File: src/game_pkg.sv
package game_pkg;

    ////////////////////////////////////////////////////////////
    // basic widths and types
    ////////////////////////////////////////////////////////////

    // screen coordinate, also used for box sizes
    typedef logic [7:0] coord_t;

    // colour code
    typedef logic [2:0] color_t;

    localparam color_t color_white = 3'd0;
    localparam color_t color_green = 3'd1;
    localparam color_t color_blue  = 3'd2;

    // one table entry, 36 bits, live flag on top
    typedef struct packed {
        logic   live;
        color_t color;
        coord_t h;
        coord_t w;
        coord_t y;
        coord_t x;
    } bullet_t;

    localparam int num_bullets_def = 3;
    localparam int idx_w           = 2;
    localparam int damage_w        = 4;

    ////////////////////////////////////////////////////////////
    // register map
    ////////////////////////////////////////////////////////////

    localparam logic [2:0] reg_step         = 3'd0;
    localparam logic [2:0] reg_wrap_limit   = 3'd1;
    localparam logic [2:0] reg_wrap_restart = 3'd2;
    localparam logic [2:0] reg_player_x     = 3'd3;
    localparam logic [2:0] reg_player_y     = 3'd4;
    localparam logic [2:0] reg_player_size  = 3'd5;
    localparam logic [2:0] reg_max_damage   = 3'd6;

    // register values after reset
    localparam coord_t               step_rst         = 8'd5;
    localparam coord_t               wrap_limit_rst   = 8'd200;
    localparam coord_t               wrap_restart_rst = 8'd1;
    localparam coord_t               player_x_rst     = 8'd0;
    localparam coord_t               player_y_rst     = 8'd0;
    localparam coord_t               player_size_rst  = 8'd8;
    localparam logic [damage_w-1:0]  max_damage_rst   = 4'd3;

    ////////////////////////////////////////////////////////////
    // starting layout of the field
    ////////////////////////////////////////////////////////////

    localparam bullet_t init_table [num_bullets_def] = '{
        '{live: 1'b1, color: color_green, h: 8'd16,  w: 8'd16,  y: 8'd160, x: 8'd19},
        '{live: 1'b1, color: color_blue,  h: 8'd100, w: 8'd100, y: 8'd56,  x: 8'd19},
        '{live: 1'b1, color: color_white, h: 8'd16,  w: 8'd16,  y: 8'd128, x: 8'd19}
    };

endpackage

File: src/game_regs.sv
module game_regs import game_pkg::*; (
    input  logic                clk,
    input  logic                isCollide,
    input  logic                reg_we,
    input  logic [2:0]          reg_addr,
    input  coord_t              reg_wdata,
    output coord_t              reg_rdata,
    output coord_t              step,
    output coord_t              wrap_limit,
    output coord_t              wrap_restart,
    output coord_t              player_x,
    output coord_t              player_y,
    output coord_t              player_size,
    output logic [damage_w-1:0] max_damage
);

    // seven settings registers, addresses 0..6
    localparam int num_regs = 7;

    logic [num_regs-1:0] wr_en;

    ////////////////////////////////////////////////////////////
    // write decode
    ////////////////////////////////////////////////////////////

    // one-hot enable, address 7 selects nothing
    always_comb begin
        wr_en = '0;
        if (reg_we && (int'(reg_addr) < num_regs)) begin
            wr_en[reg_addr] = 1'b1;
        end
    end

    // settings, in effect from the edge after the strobe
    always_ff @(posedge clk or posedge isCollide) begin
        if (isCollide) begin
            step         <= step_rst;
            wrap_limit   <= wrap_limit_rst;
            wrap_restart <= wrap_restart_rst;
            player_x     <= player_x_rst;
            player_y     <= player_y_rst;
            player_size  <= player_size_rst;
            max_damage   <= max_damage_rst;
        end else begin
            if (wr_en[reg_step])         step         <= reg_wdata;
            if (wr_en[reg_wrap_limit])   wrap_limit   <= reg_wdata;
            if (wr_en[reg_wrap_restart]) wrap_restart <= reg_wdata;
            if (wr_en[reg_player_x])     player_x     <= reg_wdata;
            if (wr_en[reg_player_y])     player_y     <= reg_wdata;
            if (wr_en[reg_player_size])  player_size  <= reg_wdata;
            // only the low bits are kept for the damage limit
            if (wr_en[reg_max_damage])   max_damage   <= reg_wdata[damage_w-1:0];
        end
    end

    ////////////////////////////////////////////////////////////
    // readback
    ////////////////////////////////////////////////////////////

    // combinational mux, unknown address gives zero
    always_comb begin
        case (reg_addr)
            reg_step:         reg_rdata = step;
            reg_wrap_limit:   reg_rdata = wrap_limit;
            reg_wrap_restart: reg_rdata = wrap_restart;
            reg_player_x:     reg_rdata = player_x;
            reg_player_y:     reg_rdata = player_y;
            reg_player_size:  reg_rdata = player_size;
            // zero extended
            reg_max_damage:   reg_rdata = coord_t'(max_damage);
            default:          reg_rdata = '0;
        endcase
    end

endmodule

File: src/bullet_table.sv
module bullet_table import game_pkg::*; #(
    parameter int num_bullets = num_bullets_def
) (
    input  logic             clk,
    input  logic             isCollide,
    input  logic             run,
    input  logic             frame_tick,
    input  logic             halt,
    input  coord_t           step,
    input  coord_t           wrap_limit,
    input  coord_t           wrap_restart,
    // render port, owned by the shader
    input  logic [idx_w-1:0] render_idx,
    output coord_t           render_x,
    output coord_t           render_y,
    output coord_t           render_w,
    output coord_t           render_h,
    output color_t           render_color,
    output logic             render_live,
    // hit port, owned by the scanner
    input  logic [idx_w-1:0] hit_idx,
    input  logic             hit,
    output coord_t           hit_x,
    output coord_t           hit_y,
    output coord_t           hit_w,
    output coord_t           hit_h,
    output logic             hit_live
);

    bullet_t mem [num_bullets];
    logic    move;

    // motion only on a tick while running and not frozen
    assign move = frame_tick && run && !halt;

    ////////////////////////////////////////////////////////////
    // per-entry update
    ////////////////////////////////////////////////////////////

    for (genvar g = 0; g < num_bullets; g++) begin : g_entry
        logic hit_here;

        // scanner is pointing at this entry and flagged it
        assign hit_here = hit && (hit_idx == idx_w'(g));

        always_ff @(posedge clk or posedge isCollide) begin
            if (isCollide) begin
                mem[g] <= init_table[g];
            end else if (!run) begin
                // reload every cycle while stopped
                mem[g] <= init_table[g];
            end else begin
                // dead entries keep moving too
                if (move) begin
                    if (mem[g].x >= wrap_limit) begin
                        mem[g].x <= wrap_restart;
                    end else begin
                        mem[g].x <= mem[g].x + step;
                    end
                end
                // clear lands on the same edge as motion
                if (hit_here) begin
                    mem[g].live <= 1'b0;
                end
            end
        end
    end

    ////////////////////////////////////////////////////////////
    // read ports
    ////////////////////////////////////////////////////////////

    // render side
    assign render_x     = mem[render_idx].x;
    assign render_y     = mem[render_idx].y;
    assign render_w     = mem[render_idx].w;
    assign render_h     = mem[render_idx].h;
    assign render_color = mem[render_idx].color;
    assign render_live  = mem[render_idx].live;

    // hit side, colour not needed
    assign hit_x    = mem[hit_idx].x;
    assign hit_y    = mem[hit_idx].y;
    assign hit_w    = mem[hit_idx].w;
    assign hit_h    = mem[hit_idx].h;
    assign hit_live = mem[hit_idx].live;

endmodule

File: src/hit_scanner.sv
module hit_scanner import game_pkg::*; #(
    parameter int num_bullets = num_bullets_def
) (
    input  logic                clk,
    input  logic                isCollide,
    input  logic                run,
    input  coord_t              hit_x,
    input  coord_t              hit_y,
    input  coord_t              hit_w,
    input  coord_t              hit_h,
    input  logic                hit_live,
    input  coord_t              player_x,
    input  coord_t              player_y,
    input  coord_t              player_size,
    input  logic [damage_w-1:0] max_damage,
    output logic [idx_w-1:0]    hit_idx,
    output logic                hit,
    output logic [damage_w-1:0] damage,
    output logic                game_over
);

    localparam logic [idx_w-1:0] last_idx = idx_w'(num_bullets - 1);

    // box edges, one extra bit so the far edge cannot overflow
    logic [8:0] bullet_end_x;
    logic [8:0] bullet_end_y;
    logic [8:0] player_end_x;
    logic [8:0] player_end_y;
    logic       overlap_x;
    logic       overlap_y;

    ////////////////////////////////////////////////////////////
    // round-robin pointer
    ////////////////////////////////////////////////////////////

    always_ff @(posedge clk or posedge isCollide) begin
        if (isCollide) begin
            hit_idx <= '0;
        end else if (!run) begin
            hit_idx <= '0;
        end else if (hit_idx == last_idx) begin
            hit_idx <= '0;
        end else begin
            hit_idx <= hit_idx + 1'b1;
        end
    end

    ////////////////////////////////////////////////////////////
    // overlap test
    ////////////////////////////////////////////////////////////

    assign bullet_end_x = {1'b0, hit_x} + {1'b0, hit_w};
    assign bullet_end_y = {1'b0, hit_y} + {1'b0, hit_h};
    assign player_end_x = {1'b0, player_x} + {1'b0, player_size};
    assign player_end_y = {1'b0, player_y} + {1'b0, player_size};

    // half-open intervals on both axes
    assign overlap_x = ({1'b0, hit_x} < player_end_x) && ({1'b0, player_x} < bullet_end_x);
    assign overlap_y = ({1'b0, hit_y} < player_end_y) && ({1'b0, player_y} < bullet_end_y);

    // pulse tied to the current pointer
    assign hit = run && hit_live && overlap_x && overlap_y;

    // damage saturates, game over is sticky until reload
    always_ff @(posedge clk or posedge isCollide) begin
        if (isCollide) begin
            damage    <= '0;
            game_over <= 1'b0;
        end else if (!run) begin
            damage    <= '0;
            game_over <= 1'b0;
        end else begin
            if (hit && (damage != '1)) begin
                damage <= damage + 1'b1;
            end
            if (damage >= max_damage) begin
                game_over <= 1'b1;
            end
        end
    end

endmodule

File: src/pixel_shader.sv
module pixel_shader import game_pkg::*; #(
    parameter int num_bullets = num_bullets_def
) (
    input  logic             clk,
    input  logic             isCollide,
    input  logic             px_req,
    input  coord_t           px_x,
    input  coord_t           px_y,
    input  coord_t           render_x,
    input  coord_t           render_y,
    input  coord_t           render_w,
    input  coord_t           render_h,
    input  color_t           render_color,
    input  logic             render_live,
    output logic [idx_w-1:0] render_idx,
    output logic             px_busy,
    output logic             px_valid,
    output color_t           px_color,
    output logic             px_cover
);

    localparam logic [idx_w-1:0] last_idx = idx_w'(num_bullets - 1);

    // captured query point
    coord_t cap_x;
    coord_t cap_y;

    // scan state
    logic             busy;
    logic             done;
    logic [idx_w-1:0] idx;
    logic             covered;

    assign render_idx = idx;
    assign px_busy    = busy;

    // capture on an accepted request only
    always_ff @(posedge clk) begin
        if (!busy && px_req) begin
            cap_x <= px_x;
            cap_y <= px_y;
        end
    end

    // current entry covers the captured pixel
    assign covered = render_live
                  && (cap_x >= render_x)
                  && ({1'b0, cap_x} < ({1'b0, render_x} + {1'b0, render_w}))
                  && (cap_y >= render_y)
                  && ({1'b0, cap_y} < ({1'b0, render_y} + {1'b0, render_h}));

    ////////////////////////////////////////////////////////////
    // scan sequencer
    ////////////////////////////////////////////////////////////

    // one index per cycle, then a done cycle, then the valid pulse
    always_ff @(posedge clk or posedge isCollide) begin
        if (isCollide) begin
            busy     <= 1'b0;
            done     <= 1'b0;
            idx      <= '0;
            px_valid <= 1'b0;
            px_cover <= 1'b0;
            px_color <= color_white;
        end else begin
            px_valid <= done;
            done     <= 1'b0;
            if (!busy) begin
                // requests while busy are dropped
                if (px_req) begin
                    busy     <= 1'b1;
                    idx      <= '0;
                    px_cover <= 1'b0;
                    px_color <= color_white;
                end
            end else if (done) begin
                busy <= 1'b0;
            end else begin
                // later index overrides, highest wins
                if (covered) begin
                    px_cover <= 1'b1;
                    px_color <= render_color;
                end
                if (idx == last_idx) begin
                    done <= 1'b1;
                end else begin
                    idx <= idx + 1'b1;
                end
            end
        end
    end

endmodule

File: src/bullet_field.sv
module bullet_field import game_pkg::*; #(
    parameter int num_bullets = num_bullets_def
) (
    input  logic                clk,
    input  logic                isCollide,
    input  logic                run,
    input  logic                frame_tick,
    input  logic                reg_we,
    input  logic [2:0]          reg_addr,
    input  coord_t              reg_wdata,
    input  logic                px_req,
    input  coord_t              px_x,
    input  coord_t              px_y,
    output coord_t              reg_rdata,
    output logic                px_busy,
    output logic                px_valid,
    output color_t              px_color,
    output logic                px_cover,
    output logic                hit,
    output logic [damage_w-1:0] damage,
    output logic                game_over
);

    ////////////////////////////////////////////////////////////
    // settings
    ////////////////////////////////////////////////////////////

    coord_t              step;
    coord_t              wrap_limit;
    coord_t              wrap_restart;
    coord_t              player_x;
    coord_t              player_y;
    coord_t              player_size;
    logic [damage_w-1:0] max_damage;

    // render port
    logic [idx_w-1:0] render_idx;
    coord_t           render_x;
    coord_t           render_y;
    coord_t           render_w;
    coord_t           render_h;
    color_t           render_color;
    logic             render_live;

    // hit port
    logic [idx_w-1:0] hit_idx;
    coord_t           hit_x;
    coord_t           hit_y;
    coord_t           hit_w;
    coord_t           hit_h;
    logic             hit_live;

    game_regs u_regs (
        .clk, .isCollide, .reg_we, .reg_addr, .reg_wdata, .reg_rdata,
        .step, .wrap_limit, .wrap_restart,
        .player_x, .player_y, .player_size, .max_damage
    );

    ////////////////////////////////////////////////////////////
    // table and its two clients
    ////////////////////////////////////////////////////////////

    // game over freezes motion
    bullet_table #(.num_bullets(num_bullets)) u_table (
        .clk, .isCollide, .run, .frame_tick, .halt(game_over),
        .step, .wrap_limit, .wrap_restart,
        .render_idx, .render_x, .render_y, .render_w, .render_h,
        .render_color, .render_live,
        .hit_idx, .hit, .hit_x, .hit_y, .hit_w, .hit_h, .hit_live
    );

    hit_scanner #(.num_bullets(num_bullets)) u_scanner (
        .clk, .isCollide, .run,
        .hit_x, .hit_y, .hit_w, .hit_h, .hit_live,
        .player_x, .player_y, .player_size, .max_damage,
        .hit_idx, .hit, .damage, .game_over
    );

    pixel_shader #(.num_bullets(num_bullets)) u_shader (
        .clk, .isCollide, .px_req, .px_x, .px_y,
        .render_x, .render_y, .render_w, .render_h, .render_color, .render_live,
        .render_idx, .px_busy, .px_valid, .px_color, .px_cover
    );

endmodule

File: config.mk
export PLATFORM = sky130hd
export DESIGN_NAME = bullet_field
export DESIGN_NICKNAME = d
export VERILOG_FILES = /design/src/game_pkg.sv /design/src/game_regs.sv /design/src/bullet_table.sv /design/src/hit_scanner.sv /design/src/pixel_shader.sv /design/src/bullet_field.sv
export SDC_FILE = /design/constraint.sdc
export NUM_CORES = 1
export LEC_CHECK = 0
export BUFFER_PORTS_ARGS = -buffer_cell sky130_fd_sc_hd__buf_2
export CORE_MARGIN = 5
export CORE_UTILIZATION = 48
export CTS_CLUSTER_DIAMETER = 30
export DETAILED_ROUTE_END_ITERATION = 6
export PLACE_DENSITY = 0.64
export SYNTH_ARGS = -nofsm -noshare
export SYNTH_HDL_FRONTEND = slang
export SYNTH_HIERARCHICAL = 1
export SYNTH_SLANG_ARGS = --single-unit
File: constraint.sdc
create_clock -name clk -period 5.6 [get_ports clk]
set_input_delay 0.84 -clock clk [delete_from_list [all_inputs] [get_ports clk]]
set_output_delay 0.84 -clock clk [all_outputs]
set_load 0.005 [all_outputs]
Word-level counts from Yosys, hierarchy flattened
Cells that the tools add are included.
Widths: inputs -> output; s select.
{"block": "word_totals", "input_bits": 33, "output_inout_bits": 20, "word_cells": 148, "regBits": 111}
{"block": "classes", "n_eq_ne": 19, "mux": 49, "n_addsub": 12, "n_bitwise": 2, "order_cmp": 17, "n_reduce_logical": 25}
{"cell": "$bmux 36 s2", "count": 2}
{"cell": "$mux 36", "count": 4}
{"cell": "$mux 8", "count": 9}
{"cell": "$pmux 8 s7", "count": 1}
{"cell": "$add 8x8->9", "count": 6}
{"cell": "$lt 8x9->1", "count": 6}
{"cell": "$ge 8x8->1", "count": 5}
{"cell": "$add 8x8->8", "count": 3}
{"cell": "$mux 1", "count": 19}
{"cell": "$logic_and 1x1->1", "count": 18}
{"cell": "$mux 2", "count": 6}
{"cell": "$mux 3", "count": 4}
{"cell": "$ne 2x1->1 const B", "count": 6}
{"cell": "$eq 3x3->1 const B", "count": 3}
{"cell": "$mux 4", "count": 2}
{"cell": "$mux 7", "count": 1}
{"cell": "$eq 3x2->1 const B", "count": 2}
{"cell": "$ge 3x3->1 const B", "count": 2}
{"cell": "$ne 2x2->1 const B", "count": 3}
{"cell": "$not 2->3", "count": 2}
{"cell": "$reduce_and 3->1", "count": 2}
{"cell": "$add 2x1->2 const B", "count": 2}
{"cell": "$add 4x1->4 const B", "count": 1}
{"cell": "$eq 2x2->1 const B", "count": 2}
{"cell": "other kinds (12)", "count": 13}

Logic depth before layout (Yosys ltp)
Gate-level depths: netlist (run 1).
{"block": "depth", "ltp_word": 12, "mapped_depth": 23, "mapped_depth_nobuf": 21}

Cells and area by module
Netlist (run 1), hierarchy kept.
{"module": "bullet_table", "area_each_um2": 3594.7, "n_inst": 1, "seq_area_each_um2": 690.7, "cells_each": 441}
{"module": "game_regs", "area_each_um2": 2483.6, "n_inst": 1, "seq_area_each_um2": 1312.5, "cells_each": 176}
{"module": "hit_scanner", "area_each_um2": 2255.9, "n_inst": 1, "seq_area_each_um2": 175.2, "cells_each": 261}
{"module": "pixel_shader", "area_each_um2": 2152.1, "n_inst": 1, "seq_area_each_um2": 705.7, "cells_each": 214}

Least setup slack after synthesis (run 1)
OpenSTA, ideal clock, no wires.
{"block": "synth_path", "path_type": "flip-flop to output port", "start": "register u_scanner.hit_idx[0]", "end": "output port hit", "setup_slack_ps": 1163, "t_required_ps": 4760, "path_stages_with_launch": 18, "path_buffers": 2, "arrival_time_ps": 3597, "cell_sequence": "dfrtp_1 clkbuf_1 inv_1 nor2_1 clkbuf_1 nand2_1 o21ai_0 ha_1 o2111a_1 o31a_1 or2_1 ha_1 a21oi_1 nand2_1 a21oi_1 o31ai_1 a32oi_2 and2_4"}
{"block": "synth_between", "elab_cells_between_ends": 15, "cone_classes": "add/sub (2); order compare (4); mux (3); bitwise (1); reduce/logical (5)"}
{"item": "start: declaration", "line": "hit_scanner.sv:16", "rtl": "output logic [idx_w-1:0] hit_idx,"}
{"item": "start signal: assignment", "line": "hit_scanner.sv:44", "rtl": "hit_idx <= hit_idx + 1'b1;"}
{"item": "$not 2->3 (not written as such)", "line": "bullet_table.sv:85", "rtl": "assign hit_h = mem[hit_idx].h;"}
{"item": "$bmux 36 s2", "line": "bullet_table.sv:85"}
{"item": "$mux 36 (not written as such) (2 in a row)", "line": "bullet_table.sv:82", "rtl": "assign hit_x = mem[hit_idx].x;"}
{"item": "via hit_h[4]", "line": "bullet_field.sv:50", "rtl": "coord_t hit_h;"}
{"item": "$add 8x8->9", "line": "hit_scanner.sv:53", "rtl": "assign bullet_end_y = {1'b0, hit_y} + {1'b0, hit_h};"}
{"item": "$lt 8x9->1", "line": "hit_scanner.sv:59", "rtl": "assign overlap_y = ({1'b0, hit_y} < player_end_y) && ({1'b0, player_y} < bullet_end_y);"}
{"item": "$logic_and 1x1->1", "line": "hit_scanner.sv:59"}
{"item": "$logic_and 1x1->1", "line": "hit_scanner.sv:62", "rtl": "assign hit = run && hit_live && overlap_x && overlap_y;"}
{"item": "end: declaration", "line": "bullet_field.sv:19", "rtl": "output logic hit,"}
The timed path passes the listed nets, and every way through them passes these cells. The select of a mux whose other input is x is not followed.

Worst setup path in the final report (run 1)
Same ends and word-level chain as after synthesis.

==> flow_summary.ini, run 1 <==
[global_route]
grt_max_degree = 53
grt.overflow.total = 0
antenna_found_initial = 0
grt_pass1_vias = 7660
grt_util_all_layers_pct = 20.7
grt_pass1_wl_um = 40600

[routing]
drt_wl_total_um = 25400
first_iter_violations = 400
drc = 0
via_count = 8019
routed_via_density = 5.72
wl_per_cell_um = 18.1
ant_nets = 0
drt_pass1_iterations = 5

[cells_and_area]
n_antenna_cell = 0
layout_common_cells = ha_1, nand2_1, o21ai_0, inv_1, dfrtp_1
design_area_um2 = 11100
layout.nets = 1317
area_growth_syn_to_layout_pct = 5.67
final_common_cell = ha_1
drive_above_1_share_pct = 15.9

[logic_synthesis]
synthCells = 1092
yosys_warnings = 6
async_flop_share_pct = 85.6
ys.flop_type = dfrtp_1
synth_edf_count = 16
synthTopCellsByArea = ha_1, dfrtp_1, dfstp_2
ys_seq_area_share_pct = 27.5
netlist.area_leader.share_pct = 18.7
ys_types = 90
ys_seq_elements = 111
synth_top_area_cell = ha_1
synth_area_per_cell_um2 = 9.60
synth_area_um2 = 10500

[setup_path]
cp_max_fo = 13
slowest_stage = dfrtp_1
setup.worst_path.class = flip-flop to output port
end_kind = output port
crit_start = u_scanner/hit_idx[0]
cpPeakStageDelay_ns = 0.54
crit_buf_inv = 3
cp_cell_sequence = inv_1 > nor2_1 > buf_4 > ha_1 > o2111a_1 > o31a_1 > or2_1 > ha_1 > a21oi_1 > nand2_1 > a21oi_1 > o31ai_1 > a32oi_2 > and2_4 > buf_2
critPathArrivalTime_ns = 4.32
cp-start-kind = flip-flop
r2r_start = u_scanner/hit_idx[0]
required_ns = 4.76
cp_top_family = compound AO/OA/AOI/OAI gates

[timing]
setup_viol = 0
maxSlewHeadroom_pct = 44.2
max_freq_ghz = 0.194
skew_ns = 0.0125
finalCritPeriodShare_pct = 92.2
tns_ns = 0
grt_setup_unrepaired = false
min_period_ns = 5.16
setup_slack_ns = 0.435
hold_viol_final = 0
tightestPinTransition_ns = 0.837
drv_slew = 0

[power]
swShare_pct = 46.2
p_sw_uw = 2600
p_leak_uw = 0.00524
max-vdd-ir-drop_mv = 0.264
power_density_nw_per_um2 = 508
p_comb_share_pct = 62.2
clockPowerShare_pct = 11.7
p_int_uw = 3030
power_frac_seq_pct = 26.1

[die]
core-area_um2 = 21700
ioPinCount = 53
start_util_pct = 48.4
die_w_um = 158
die_area_um2 = 24900
rows = 54
die_h_um = 158

[cts]
clkLatencyLatePin_ns = 0.36
postCtsSetupRepairBufs = 0
path_clk_slew_ns = 0.08
cts_tree = yes
cts_root_buf = clkbuf_16
cts_resized = 0
clock_sinks = 111
cts_hold_buf = 0
cts_buffers = 9
h-tree-depth = 3
clockBufferDepth = 2

[place]
hpwl_um = 19900
post-place-ws_ns = 0.896
place_area_um2 = 10800
portBuffers = 52
gp_congestion = 0.895

[hold_path]
hp-class = primary input to async pin

[flow_run]
cap_violations = 0

[run_status]
outcome = finished clean
## registers in the layout (all words and copies together), names as in the netlist, 2 cells and up
signal,cells
u_table/mem,27
u_regs/player_size,8
u_regs/player_x,8
u_regs/player_y,8
u_regs/step,8
u_regs/wrap_limit,8
u_regs/wrap_restart,8
u_shader/cap_x,8
u_shader/cap_y,8
u_regs/max_damage,4
u_scanner/damage,4
u_shader/px_color,3
u_scanner/hit_idx,2
u_shader/render_idx,2
## metal layers
layer  part of all wire [%]  global-route usage, %
met1                     49                   29.5
met2                     46                   33.9
met3                    3.9                   2.90
met4                    1.4                   3.97
met5                      0                      0
## worst reg2reg max path, stage by stage (launching register included)
cell and delay (ns):
dfrtp_1 0.54, inv_1 0.22, nor2_1 0.44, buf_4 0.29
ha_1 0.31, o2111a_1 0.19, o31a_1 0.31, or2_1 0.24
ha_1 0.31, a21oi_1 0.15, nand2_1 0.06, a21oi_1 0.13
o31ai_1 0.10, a32oi_2 0.33, and2_4 0.23, nand2_1 0.07
o21ai_0 0.15, nand2_1 0.07
## cells in the mapped netlist (all sizes together), types with 13 or more instances
cell type,count
ha,157
o21ai,86
nand2,81
inv,76
dfrtp,74
buf,56
mux2,55
a21oi,54
nor2,54
mux2i,53
a21o,23
dfstp,21
nor2b,21
xnor2,21
xor2,21
nand2b,17
edfxtp,16
nand3,16
o21a,13
## through the flow
stage,power [µW],instances,hold slack [ns],utilization (%)
after floorplan,4200,1116,0.420,-
after global placement,4850,1387,0.462,49.7
after detailed placement,4940,1387,0.470,49.7
after CTS,5620,1403,0.468,51.1
after global routing,6200,1403,0.493,51.1
final,5630,1403,0.467,51.1
## cells by family (layout without fill, tap and decap cells)
logic type                 count (synthesis)  in the layout  synth area share [%]
muxes                                    108            108                  11.3
DFF                                      111            111                  27.5
xor gates and xnor gates                  42             42                  3.51
other                                      1             25                0.0358
AOI/OAI and AO/OA                        274            274                  18.1
adders and majority gates                166            166                  20.5
and+or+nand+nor                          247            247                  12.1
buffers and inverters                    143            150                  7.00
## power groups by stage
| stage | Clock (µW) | Sequential [µW] | Combinational (µW) |
|---|---|---|---|
| CTS | 676 | 1460 | 3490 |
| floorplan | 0 | 1260 | 2940 |
| global route | 714 | 1500 | 3990 |
| detailed placement | 0 | 1480 | 3460 |
| global placement | 0 | 1470 | 3380 |
| finish | 658 | 1470 | 3500 |
## layout make-up
cell class / count / area (µm²)
Fill cell: 2038 / 10600
Timing Repair Buffer: 58 / 305
Sequential cell: 111 / 2880
Inverter: 76 / 285
Multi-Input combinational cell: 862 / 6960
Clock buffer: 9 / 225
Clock inverter: 7 / 72.6
Tap cell: 280 / 350
## worst paths after layout
| kind | slack [ns] | to | depth (start not counted) |
|---|---|---|---|
| max reg2reg | 1.39 | u_table/mem[107] | 17 |
| min | 0.47 | u_scanner/damage[0] | 2 |
| max in group asynchronous | 4.44 | u_regs/wrap_restart[5] | 3 |
| max | 0.44 | hit | 15 |
| min reg2reg | 0.49 | u_shader/px_cover | 1 |
| min in group clk | 0.49 | u_shader/px_cover | 1 |
Power figures use the tool's default switching activity.
==> run 2, diff against run 1 <==
ABC_AREA = 1   (was unset)
CORE_UTILIZATION = 35   (was 48)
PLACE_DENSITY = 0.49   (was 0.64)
==> run 2 against run 1 <==
Combinational power up 5%. Design area increased by 4.9%. Final cell count rose by 40%. Via count grew 18%. Sequential power hardly changed. First-iteration DRC count grew 26%. Non-clock buffer count down 4. Critical endpoint unchanged. Largest cell class unchanged. Highest routed layer unchanged.
==> flow_summary.ini, run 2 <==
[cells_and_area]
largest_reg_flops = 27
fillCellCount = 3331
n_antenna_cell = 0
layout.nets = 1760
area_growth_syn_to_layout_pct = 6.13
drive_above_1_share_pct = 8.94
max_flop_register = u_table/mem
final_common_cell = nand2_1
layout_common_cells = nand2_1, inv_1, ha_1, nand3_1, o21ai_0

[logic_synthesis]
async_flop_share_pct = 85.6
synth_top_family_by_area = simple AND/OR/NAND/NOR gates
yosys_warnings = 6
ys.flop_type = dfrtp_1
ys_types = 45
ys_seq_elements = 111
synth_area_per_cell_um2 = 7.12
netlist.area_leader.share_pct = 17.9
ys_seq_area_share_pct = 26.3
synthTopCellsByArea = ha_1, dfrtp_1, nand2_1
yosys.area_share.xor_xnor_pct = 3.44
yosysMostFrequentCell = nand2_1
synth-compound-area-share_pct = 8.87
synth_top_area_cell = ha_1
synth_simple_gate_area_share_pct = 29.7
ys_top_cells_by_count = nand2_1, inv_1, ha_1, nand3_1, o21ai_0
synthCells = 1539
synth.area.mux_share_pct = 0
synth_area_um2 = 11000
synth_fa_ha_area_share_pct = 19.6
synth_edf_count = 16

[cts]
clockBufferDepth = 2
cts_tree = yes
cts_resized = 0
cts_hold_buf = 0
postCtsSetupRepairBufs = 0
clkLatencyLatePin_ns = 0.37
cts_buffers = 9
clock_sinks = 111
cts_root_buf = clkbuf_16
h-tree-depth = 3
path_clk_slew_ns = 0.08

[place]
gp_congestion = 0.841
hpwl_um = 24500
post-place-ws_ns = 1.25
portBuffers = 52

[routing]
via_count = 9484
drc = 0
first_iter_violations = 502
drt_pass1_iterations = 5
wl_per_cell_um = 15.8
drt_wl_total_um = 31100
routed_via_density = 4.83
ant_nets = 0

[timing]
maxSlewHeadroom_pct = 40.9
skew_ns = 0.0119
grt_setup_unrepaired = false
finalCritPeriodShare_pct = 84.6
hold_viol_final = 0
tightestPinTransition_ns = 0.886
min_period_ns = 4.74
setup_slack_ns = 0.860
max_freq_ghz = 0.211
tns_ns = 0
drv_slew = 0
setup_viol = 0

[global_route]
grt.overflow.total = 0
grt_util_all_layers_pct = 17.9
grt_max_degree = 53
grt_pass1_wl_um = 50600
grt_pass1_vias = 9285
antenna_found_initial = 0

[setup_path]
critPathArrivalTime_ns = 3.90
endpoint = hit
ff2ff_setup_slack_ns = 1.83
worst_r2r_path_depth = 21
setup.worst_path.class = flip-flop to output port
r2r-end = u_table/mem[35]
cp_max_fo = 19
crit_start = u_scanner/hit_idx[0]
r2r_start = u_scanner/hit_idx[0]
required_ns = 4.76
end_kind = output port
cp-start-kind = flip-flop

[die]
rows = 64
die_w_um = 187
die_h_um = 187
die_area_um2 = 34900
start_util_pct = 35.6
core-area_um2 = 30700
ioPinCount = 53

[run_status]
outcome = finished clean

[hold_path]
hp-class = flip-flop to flip-flop

[power]
max-vdd-ir-drop_mv = 0.191
p_leak_uw = 0.00646
power_density_nw_per_um2 = 499

[flow_run]
cap_violations = 0
[run 2: critical path, stage by stage (launching register included)]
cell and delay [ns]:
dfrtp_1 0.46, inv_1 0.18, nor2_2 0.71, nand2_1 0.10
nand3_1 0.15, ha_1 0.22, a21oi_1 0.09, o21ai_2 0.08
nand2_1 0.10, o21ai_0 0.22, xnor2_1 0.16, ha_1 0.27
a21oi_1 0.15, nand2_1 0.07, nand2_1 0.05, nand2_1 0.06
nand2_2 0.07, nand3_4 0.09, nor2_8 0.16, buf_2 0.14
[run 2: logic make-up after synthesis]
kind of cell    count (synthesis)
compound gates                184
xor+xnor                       43
fa+ha+maj                     166
buf+inv                       292
flops                         111
other cells                     1
simple gates                  742
[run 2: report_power, final]
| group | switching [µW] | leakage, µW | internal, µW |
|---|---|---|---|
| Clock | 347 | 0.000130 | 309 |
| Sequential | 393 | 0.00132 | 1060 |
| Combinational | 2250 | 0.00501 | 1430 |
| Total | 2990 | 0.00646 | 2800 |
[run 2: per-layer routing]
metal | up-vias | share of wire (%) | global-route usage, %
met5 | - | 0 | 0
met4 | 0 | 2.2 | 4.86
met3 | 34 | 4.0 | 2.78
met2 | 173 | 46 | 29.7
met1 | 4321 | 48 | 24.5
li1 | 4956 | - | -
[run 2: area by class of cell]
class,instances,area (µm²),area share (%)
well taps,396,495,4.26
flip-flops and latches,111,2880,24.8
inverters,225,847,7.29
multi-input cells,1160,6840,58.9
clock inverters,7,56.3,0.484
clock buffers,9,225,1.94
repair buffers,54,275,2.37
[run 2: how the worst min path moves through the flow]
stage / from / endpoint / cells past startpoint / slack [ns]
final: u_shader/done / u_shader/px_valid / 0 / 0.39
after global routing: u_shader/done / u_shader/px_valid / 0 / 0.40
after CTS: u_shader/done / u_shader/px_valid / 0 / 0.39
after detailed placement: u_shader/done / u_shader/px_valid / 0 / 0.37
after global placement: u_shader/done / u_shader/px_valid / 0 / 0.37
after floorplan: u_shader/done / u_shader/px_valid / 0 / 0.35
[run 2: metrics by stage]
stage | instance area [µm²] | cells | power (µW) | hold WS (ns) | utilization (%)
3_3_place_gp | 11300 | 1946 | 5120 | 0.366 | 36.9
2_1_floorplan | 11000 | 1563 | 4270 | 0.354 | -
5_1_grt | 11600 | 1962 | 6550 | 0.402 | 37.8
4_1_cts | 11600 | 1962 | 5840 | 0.392 | 37.8
3_5_place_dp | 11300 | 1946 | 5160 | 0.372 | 36.9
6_report | 11600 | 1962 | 5800 | 0.391 | 37.8
